**src/include/xgmii_tx_params.svh**
```systemverilog
`ifndef XGMII_TX_PARAMS_SVH
`define XGMII_TX_PARAMS_SVH

// ------------------------------
// Payload queues
// ------------------------------
`define TX_FIFO_DEPTH 8

// Words of payload in every frame
`define PAYLOAD_WORDS 2

// ------------------------------
// Frame pacing and UDP fields
// ------------------------------
`define IFG_WORDS 1

`define UDP_PORT_BASE 16'h0bb8  // Channel 1 uses base plus one

`define MAGIC_CODE 32'h5a5a_c3c3

`endif

```
**src/design/payload_if.sv**
```systemverilog
interface payload_if;

	logic        frame_ready;    // Whole frame of payload available
	logic [63:0] word;           // Head of queue
	logic        take;           // Pop one word
	logic        overflow_seen;  // Sticky, push into a full queue

	modport fifo_side (output frame_ready, output word, output overflow_seen, input take);

	modport arb_side (input frame_ready, input word, input overflow_seen, output take);

endinterface

```
**src/design/payload_fifo.sv**
```systemverilog
`include "xgmii_tx_params.svh"

module payload_fifo #(
	parameter int DEPTH = `TX_FIFO_DEPTH
) (
	input  logic         xgmii_clk,
	input  logic         sys_rst,
	input  logic         push,
	input  logic [63:0]  push_data,
	payload_if.fifo_side q
);

	localparam int AW = $clog2(DEPTH);
	localparam logic [AW:0] FULL_CNT  = (AW+1)'(DEPTH);
	localparam logic [AW:0] FRAME_CNT = (AW+1)'(`PAYLOAD_WORDS);

	logic [63:0]   mem [DEPTH];
	logic [AW-1:0] wr_ptr;
	logic [AW-1:0] rd_ptr;
	logic [AW:0]   count;
	logic          full;
	logic          empty;
	logic          wr_en;
	logic          rd_en;

	assign full  = (count == FULL_CNT);
	assign empty = (count == '0);
	assign wr_en = push && !full;     // Word dropped on overflow
	assign rd_en = q.take && !empty;

	always_ff @(posedge xgmii_clk) begin
		if (wr_en) begin
			mem[wr_ptr] <= push_data;
		end
	end

	always_ff @(posedge xgmii_clk) begin
		if (sys_rst) begin
			wr_ptr          <= '0;
			rd_ptr          <= '0;
			count           <= '0;
			q.overflow_seen <= 1'b0;
		end else begin
			if (wr_en) begin
				wr_ptr <= wr_ptr + 1'b1;  // Wraps at power-of-two depth
			end
			if (rd_en) begin
				rd_ptr <= rd_ptr + 1'b1;
			end
			case ({wr_en, rd_en})
				2'b10:   count <= count + 1'b1;
				2'b01:   count <= count - 1'b1;
				default: count <= count;
			endcase
			if (push && full) begin
				q.overflow_seen <= 1'b1;
			end
		end
	end

	assign q.word        = mem[rd_ptr];
	assign q.frame_ready = (count >= FRAME_CNT);

	// Sources have no back-pressure, so the queue must never fill
	a_no_overflow: assert property (@(posedge xgmii_clk) disable iff (sys_rst)
		!q.overflow_seen);

	// Builder only pops words that the arbiter saw as ready
	a_no_underflow: assert property (@(posedge xgmii_clk) disable iff (sys_rst)
		q.take |-> !empty);

endmodule

```
**src/flat_wrapper.sv**
```systemverilog
// flat-port wrapper written by rule: the top's interface ports become plain ports
module payload_fifo_flat 
#(
	parameter int DEPTH = `TX_FIFO_DEPTH
)
  (xgmii_clk, sys_rst, push, push_data, q_frame_ready, q_word, q_overflow_seen, q_take);
  payload_if q_i ();
  input  logic xgmii_clk;
  input  logic sys_rst;
  input  logic push;
  input  logic [63:0] push_data;
  output wire logic [$bits(q_i.frame_ready)-1:0] q_frame_ready;
  output wire logic [$bits(q_i.word)-1:0] q_word;
  output wire logic [$bits(q_i.overflow_seen)-1:0] q_overflow_seen;
  input wire logic [$bits(q_i.take)-1:0] q_take;
  assign q_frame_ready = q_i.frame_ready;
  assign q_word = q_i.word;
  assign q_overflow_seen = q_i.overflow_seen;
  assign q_i.take = q_take;
  payload_fifo #(.DEPTH(DEPTH)) u_core (.xgmii_clk(xgmii_clk), .sys_rst(sys_rst), .push(push), .push_data(push_data), .q(q_i));
endmodule
```
**config.mk**
```make
export PLATFORM = sky130hd
export DESIGN_NAME = payload_fifo_flat
export DESIGN_NICKNAME = d
export VERILOG_FILES = /design/src/design/payload_if.sv /design/src/design/payload_fifo.sv /design/src/flat_wrapper.sv
export VERILOG_INCLUDE_DIRS = /design/src /design/src/include
export SDC_FILE = /design/constraint.sdc
export NUM_CORES = 1
export LEC_CHECK = 0
export BUFFER_PORTS_ARGS = -buffer_cell sky130_fd_sc_hd__buf_2
export CELL_PAD_IN_SITES_DETAIL_PLACEMENT = 1
export CELL_PAD_IN_SITES_GLOBAL_PLACEMENT = 2
export CORE_UTILIZATION = 54
export CTS_BUF_LIST = sky130_fd_sc_hd__clkbuf_8
export CTS_CLUSTER_DIAMETER = 200
export CTS_CLUSTER_SIZE = 28
export DETAILED_ROUTE_END_ITERATION = 8
export PLACE_DENSITY = 0.9
export SYNTH_ARGS = -nofsm -noshare
export SYNTH_HDL_FRONTEND = slang
export SYNTH_SLANG_ARGS = --single-unit
```
**constraint.sdc**
```tcl
create_clock -name xgmii_clk -period 17.53 [get_ports xgmii_clk]
set_input_delay 1.753 -clock xgmii_clk [delete_from_list [all_inputs] [get_ports xgmii_clk]]
set_output_delay 1.753 -clock xgmii_clk [all_outputs]
set_load 0.02 [all_outputs]
```
# == After elaboration in Yosys (flattened, before gate mapping) ==
# Memories as Yosys holds them, arrays and structs flattened. A register that Yosys moved wholly into a read port is not among the register bits.
# Cells that the tools add are included.
# word_totals
reg_bits,11
ram_bits,512
inputBits,68
output_inout_bits,66
elab_cells,25
mem_count,1
# memory_table
memory,words,word_bits,rd,rd_ports_with_merged_regs,wr,line_no,rtl
u_core.mem,8,64,1,1,1,payload_fifo.sv:17,logic [63:0] mem [DEPTH];
# op_classes
addsub,4
n_lt_le_gt_ge,1
eq_ne,3
mux,5
reduce_logical,7
# ops
op,count
case mux 4 bit (2 select lines),1
adder 3 x 1 -> 3 bit (second input constant),2
two-way mux 3 bit,2
adder 4 x 1 -> 4 bit (second input constant),1
== test 4 bit (second input constant),1
greater-or-equal comparator 4 x 2 -> 1 bit (second input constant),1
zero test 4 bit,1
subtractor 4 x 1 -> 4 bit (second input constant),1
logical AND 1 bit,3
== test 2 x 1 -> 1 bit (second input constant),1
== test 2 bit (second input constant),1
zero test 1 bit,2
two-way mux 1 bit,2
nonzero test 2 bit,1

# == Longest topological paths before layout ==
# Gate-level depths: netlist (run 1).
# depth
depth_word,5
mapped_depth,10
mapped_depth_nobuf,9

# == Worst setup path after synthesis (run 1) ==
# Ideal clock, no wire load.
# synth_timing
path_type,input -> register
from,input port push
to,"memory u_core.mem[0][0], enable pin"
setup_ps,565
arrival_ps,6525
setup_slack_ps,10440
stages,3
cell_sequence,nand2_1 > or2_2 > nor3_1
# synth_between
elab_chain_len,3
# synth_lines
item,line_no,rtl
start: declaration,flat_wrapper.sv:10,input logic push;
logical AND 1 bit,payload_fifo.sv:28,assign wr_en = push && !full;
two-way mux 1 bit,payload_fifo.sv:32,if (wr_en) begin
two-way mux 1 bit (implied by the code),payload_fifo.sv:33,mem[wr_ptr] <= push_data;
end: declaration,payload_fifo.sv:17,
# Every way passes these cells.

==> results of run 1 <==
## layout by cell type, fill, tap and decap left out, types with 3 or more instances in the layout
cell type | netlist | final
clkbuf_8 | 0 | 23
edfxtp_1 | 512 | 512
dfxtp_4 | 0 | 3
a21oi_1 | 5 | 5
o21ai_0 | 3 | 3
mux2_2 | 65 | 65
nor2_4 | 0 | 6
nand3_1 | 3 | 3
nand2b_1 | 3 | 3
nor2_1 | 16 | 10
dfxtp_1 | 14 | 11
inv_1 | 1 | 8
buf_4 | 3 | 14
buf_2 | 4 | 133
xor2_1 | 5 | 5
ha_1 | 5 | 5
nand2_1 | 7 | 7
mux4_2 | 128 | 128
## cell type report
cell class / instances / area share [%]
Antenna cell: 1 / 0.0117
Clock buffer: 23 / 1.48
Clock inverter: 8 / 0.164
Inverter: 1 / 0.0175
Multi-Input combinational cell: 254 / 18.9
Sequential cell: 526 / 73.1
Tap cell: 461 / 2.69
Timing Repair Buffer: 147 / 3.60
## cell usage after synthesis
master	count	area [um2]
o41a_1	1	11.3
or4b_4	1	13.8
o31ai_1	1	7.51
nand2_1	7	26.3
mux2_2	65	732
nor4bb_1	1	10.0
ha_1	5	62.6
buf_1	8	30.0
nor2_1	16	60.1
mux4_2	128	2880
clkbuf_1	12	45.0
dfxtp_1	14	280
xor2_1	5	43.8
or2_2	1	6.26
buf_6	11	124
o21ai_0	3	15.0
nor3_1	2	10.0
nor2b_1	2	12.5
or3_1	2	12.5
buf_4	3	22.5
buf_2	4	20.0
mux2i_1	1	10.0
inv_1	1	3.75
nand2b_1	3	18.8
xnor2_1	1	8.76
edfxtp_1	512	15400
a21oi_1	5	25.0
nor4b_1	1	8.76
nand3_1	3	15.0
## tightest hold or removal path: stages, from the launching register on
cell and delay, ns:
dfxtp_1 0.36, nor2_1 0.05, nor2_1 0.07
## stage by stage
| stage | util [%] | total power, W |
|---|---|---|
| after floorplan | - | 0.00193 |
| after global placement | 58.7 | 0.00206 |
| after detailed placement | 58.7 | 0.00207 |
| after CTS | 59.6 | 0.00252 |
| after global routing | 59.6 | 0.00258 |
| final | 59.6 | 0.00248 |
## sequential cells by signal, summed over array words and instances, names as in the netlist, named ones only
register                flops
u_core.mem                512
u_core.count                4
u_core.rd_ptr               3
u_core.wr_ptr               3
u_core.q.overflow_seen      1
## final timing paths
kind	startpoint	end	slack [ns]	depth (start not counted)
max reg2reg	u_core.count[1]	u_core.mem[4][45]	14.46	5
min	u_core.q.overflow_seen	u_core.q.overflow_seen	0.50	2
min reg2reg	u_core.q.overflow_seen	u_core.q.overflow_seen	0.50	2
max	register	q_word[0]	11.49	5
## kinds of logic after synthesis
group                      synth area share (%)
AOI/OAI and AO/OA                         0.296
xor gates and xnor gates                  0.264
adders and majority gates                 0.314
buffers and inverters                      1.23
DFF                                        78.7
muxes                                      18.2
and+or+nand+nor                           0.975
## per-layer routing
metal / global-route usage, % / wire length, um
met1: 27.3 / 15500
met2: 36.2 / 19900
met3: 3.39 / 2100
met4: 4.00 / 519
met5: 0 / 41
## power by group through the flow
stage	Combinational, W	Sequential [W]	Clock [W]
after floorplan	0.000446	0.00148	0
after global placement	0.000549	0.00151	0
after detailed placement	0.000560	0.00151	0
after CTS	0.000562	0.00148	0.000472
after global routing	0.000589	0.00149	0.000501
final	0.000547	0.00148	0.000456
==> results.md, run 1 <==
* RSZ-0062 raised after global routing: false
* Rel. slew slack at 28.9%
* Skew final at 0.0190 ns
* Power per cell area at 116 nW/um2
* Final worst slack at 11.49 ns
* IR Drop Worst-Case VDD at 0.0627 mV
* Seq/Total Area, Yosys at 78.7%
* Cell variety after synth at 29
* Drc violations at 0
* Fillcell total at 2,948
* Post_cts resized at 0
* Period minus WS final at 6.04 ns
* Top-Level Pins at 134
* Post-CTS Hold Fix Bufs at 0
* Chip Height at 194 um
* GRT Total Usage at 20.5%
* Internal cell power at 0.00183 W
* Pre-Repair DR Iteration Count at 5
* WL/cell at 26.8 um
* Pleak at 6.64 nW
* CP cell instances: buf_4, buf_4, mux4_2, mux2_2, buf_2
* FP Rows at 69
* Syn Nets at 892
* Placer Congestion at 0.693
* Slowest stage delay, CP at 0.87 ns
* Setup TNS at 0 ns
* Tcrit/Tclk final at 34.5%
* PortBufs at 133
* Horiz. Die Dim at 194 um
* Slew Viols, Final at 0
* Sw Ratio at 26.5%
* Die ar. at 37,600 um2
* HPWL after DPL at 21.6 mm
* Num CTS Buffers at 22
* Combinational Power Share at 22.0%
* Critical path class: register to output pin
* Type of the most critical hold path: register to register
* # clock sinks at 526
* Non-filler cells, final at 1,421
* Detail Route Antenna Nets at 0
* Crit path top cell by count: buf_4
* Placement Setup Slack at 11.96 ns
* Final wirelength at 38.1 mm
* Initial Util at 55.4%
* Top Family by Delay on Critical Path: buffers and inverters
* Crit Path Max Fanout at 50
* CP Capture Type: output pin
* NetSw at 0.000657 W
* Clk network pwr share at 18.4%
* CTS tree: yes
* H-tree levels at 1
* Fraction of layout cells with a size suffix above 1 at 39.3%
* Drt via density at 5.92
* Reg area at 15,700 um2
* Seq pwr share at 59.6%
* Syn Inst Count at 819
* Placed cell areas at 21,100 um2
* Iter 0 DRT Violations at 523
* Yosys reg bits at 526
* CP Launch Type: register
* Crit path buffers/inverters at 3
* Root Driver: clkbuf_8
* Final hold violation count at 0
* Slowest CP cell: buf_4
* Largest net degree at the start of global routing at 74
* Clock Latency Late Sink at 0.61 ns
* Initial antenna violation count at 4
* Outcome: finished clean
* F_max at 0.166 GHz
* Post-CTS Setup Repair Bufs at 0
* Max_cap viols at 0
* Vias in the first global route at 9,228
* Cell area after layout at 21,400 um2
* Global route total overflow at 0
* Mapped cell area at 19,900 um2
* Max Root-Sink Buffers at 3
* Synthesis-to-layout area growth at 7.67%
* Hold Slack at 0.501 ns
* Count of final setup violators at 0
* CTS clock-pin slew for the worst setup and hold paths at 0.15 ns
* Placed insts at 1,389
* Critical Path RT at 15.78 ns
* Vias at 8,407
* Synth warn at 0
* Synthesized area per cell at 24.3 um2
* CORE AREA at 35,900 um2
* First-pass GRT wire length at 56.9 mm
* Final Net Count at 1,025
* Area of the multi-input gates at 4050 um2
* Slew @ Worst Pin at 1.07 ns
* CP Data Arrival Time at 4.29 ns
(Power assumes the default switching activity.)
==> run 2, diff against run 1 <==
ABC_AREA = 1   (was default)
CORE_UTILIZATION = 40   (was 54)
PLACE_DENSITY = 0.81   (was 0.9)
clock period = 4.9 ns   (was 17.53 ns; I/O delays follow)
==> results.md, run 2 <==
* PortBufs at 133 (unchanged)
* Top post-synthesis cells by area: edfxtp_1, o21ai_0, nor2_1
* Power per cell area at 429 nW/um2 (+270%)
* Placer Congestion at 0.738 (+6.5%)
* Clk network pwr share at 17.5% (-0.9 points)
* Iter 0 DRT Violations at 835 (+60%)
* Commonest cells post-synth: edfxtp_1, nor2_1, o21ai_0, nand2_1
* Outcome: finished clean
* F_max at 0.274 GHz
* CTS tree: yes
* Seq pwr share at 56.2% (-3.4 points)
* Max Root-Sink Buffers at 3 (unchanged)
* Period minus WS final at 3.64 ns
* Top reg by flops: u_core.mem
* Commonest non-fill, non-tap cell in the layout: edfxtp_1
* Sw Ratio at 32.9% (+6.5 points)
* Area share of the largest cell type after synthesis at 74.7% (-2.5 points)
* Vias at 12,200 (+46%)
* HPWL after DPL at 26.2 mm (+22%)
* WL/cell at 21.1 um (-21%)
* Combinational Power Share at 26.2% (+4.2 points)
* FP Rows at 82 (+19%)
* CP cell instances: buf_4, nor2_1, nor2_1, o21ai_0, o21ai_0, nand2_1, nand2_1, buf_2
* Crit Path Max Fanout at 74 (+48%)
* Dominant cell type by area after synthesis: edfxtp_1
* Post-CTS Setup Repair Bufs at 0 (unchanged)
* Slowest stage delay, CP at 0.78 ns (-0.09 ns)
* Syn Inst Count at 1,537 (+88%)
* Crit path buffers/inverters at 2 (-1)
* Detail Route Antenna Nets at 0 (unchanged)
* Post_cts resized at 0 (unchanged)
* Yosys reg bits at 526 (unchanged)
* First-pass GRT wire length at 74.3 mm (+31%)
* Horiz. Die Dim at 229 um (+18%)
* Initial Util at 40.7% (-15 points)
* Largest net degree at the start of global routing at 170 (+130%)
* Initial antenna violation count at 8 (+4)
* M1 WL at 22.1 mm (+43%)
* WL met2 at 24.0 mm (+21%)
* Final hold violation count at 0 (unchanged)
* Final wirelength at 48.7 mm (+28%)
* Tcrit/Tclk final at 74.4%
* Mapped cell area at 20,600 um2 (+3.4%)
* Synthesis-to-layout area growth at 8.10%
* Type of the most critical hold path: input port to register
* CTS clock-pin slew for the worst setup and hold paths at 0.15 ns (about the same)
* Top-Level Pins at 134 (unchanged)
* Top routing layer in use: met5
* Num CTS Buffers at 22 (unchanged)
* Synthesized area per cell at 13.4 um2 (-45%)
* Slew @ Worst Pin at 1.13 ns (+0.0654 ns)
* Max_cap viols at 0 (unchanged)
* Top FF cell, synth: edfxtp_1
* CP Data Arrival Time at 3.15 ns (-1.14 ns)
* Count of final setup violators at 0 (unchanged)
* IR Drop Worst-Case VDD at 0.303 mV (+380%)
* Die ar. at 52,300 um2 (+39%)
* H-tree levels at 1 (unchanged)
* Global route total overflow at 0 (unchanged)
* Setup TNS at 0 ns (unchanged)
* CORE AREA at 50,500 um2 (+41%)
* Clock Latency Late Sink at 0.63 ns (+0.02 ns)
* Drt via density at 5.30 (-10%)
* Rel. slew slack at 24.5% (-4.4 points)
* Internal cell power at 0.00640 W (+250%)
* Length of routed met3 wiring at 1.90 mm (-9.8%)
* # clock sinks at 526 (unchanged)
* CP Launch Type: register
* Root Driver: clkbuf_8
* GRT Total Usage at 18.3% (-2.3 points)
* Slew Viols, Final at 0 (unchanged)
* Biggest regs: u_core.mem: 512 flops, u_core.count: 4 flops
* Most frequent cells in the layout: edfxtp_1, nor2_1, o21ai_0
* Reg area at 15,700 um2 (about the same)
* Area of the multi-input gates at 4420 um2 (+9.3%)
* Count leader, synth: edfxtp_1
* CP Capture Type: output pin
* Fraction of layout cells with a size suffix above 1 at 11.8% (-27 points)
* Top Family by Delay on Critical Path: buffers and inverters
* Cell variety after synth at 26 (-10%)
* Pleak at 7.43 nW (+12%)
* Final Net Count at 1,698 (+66%)
* Critical Path RT at 4.41 ns (-11.37 ns)
* Fillcell total at 5,233 (+78%)
* Final core occ at 44.0% (-16 points)
* Max reg flops at 512 (unchanged)
* Slowest CP cell: dfxtp_4
* Pre-Repair DR Iteration Count at 4 (-1)
* Chip Height at 229 um (+18%)
* FFs w/ async S/R, synth at 0% (unchanged)
* Synth warn at 0 (unchanged)
* Critical path class: register to output pin
* Seq/Total Area, Yosys at 76.1% (-2.6 points)
* RSZ-0062 raised after global routing: false
* Vias in the first global route at 12,800 (+38%)
* NetSw at 0.00314 W (+380%)
* Post-CTS Hold Fix Bufs at 0 (unchanged)
* Syn Nets at 1,610 (+80%)
* Skew final at 0.0165 ns (-0.00250 ns)
* Post-synth EDFFs at 512 (unchanged)
* Drc violations at 0 (unchanged)
[run 2: metrics by stage]
| stage | total power, W | std cells | worst slack [ns] | cell area [um2] | hold slack (ns) |
|---|---|---|---|---|---|
| global placement | 0.00792 | 2273 | 1.96 | 21900 | 0.440 |
| floorplan | 0.00720 | 1537 | 0.888 | 20600 | 0.458 |
| global route | 0.0100 | 2306 | 0.972 | 22200 | 0.0795 |
| detailed placement | 0.00802 | 2273 | 1.89 | 21900 | 0.446 |
| finish | 0.00954 | 2307 | 1.26 | 22200 | 0.114 |
| CTS | 0.00967 | 2304 | 1.15 | 22200 | 0.0725 |
[run 2: cell families after synthesis]
family,Yosys count,share of synthesized area (%)
AOI/OAI and AO/OA,333,8.52
xor gates and xnor gates,3,0.128
adders and majority gates,5,0.304
buffers and inverters,110,2.68
DFF,526,76.1
muxes,64,3.11
and+or+nand+nor,496,9.15
[run 2: power groups by stage]
stage	registers [W]	logic [W]	clock network, W
6_report	0.00537	0.00250	0.00167
5_1_grt	0.00540	0.00277	0.00186
4_1_cts	0.00537	0.00255	0.00174
3_5_place_dp	0.00548	0.00254	0
3_3_place_gp	0.00546	0.00246	0
2_1_floorplan	0.00539	0.00181	0
[run 2: area by class of cell]
cell class	instances	area share [%]
sequential	526	70.4
multi-input combinational	901	19.9
timing repair buffer	155	3.91
tap	672	3.78
clock buffer	23	1.42
inverter	19	0.355
clock inverter	8	0.158
antenna	3	0.0338
[run 2: metal layers]
| metal | global-route usage (%) | up-vias |
|---|---|---|
| li1 | - | 5696 |
| met1 | 24.6 | 6291 |
| met2 | 31.5 | 190 |
| met3 | 2.48 | 51 |
| met4 | 3.81 | 10 |
| met5 | 0 | - |
[run 2: path summary, 6_finish.rpt]
path,to,slack (ns),from,cells after the start
hold / removal,u_core.mem[7][25],0.11,push_data[25],1
hold reg to reg,u_core.q.overflow_seen,0.46,u_core.q.overflow_seen,2
setup / recovery,q_word[63],1.26,register,8
setup reg to reg,u_core.mem[2][36],2.09,u_core.count[2],5
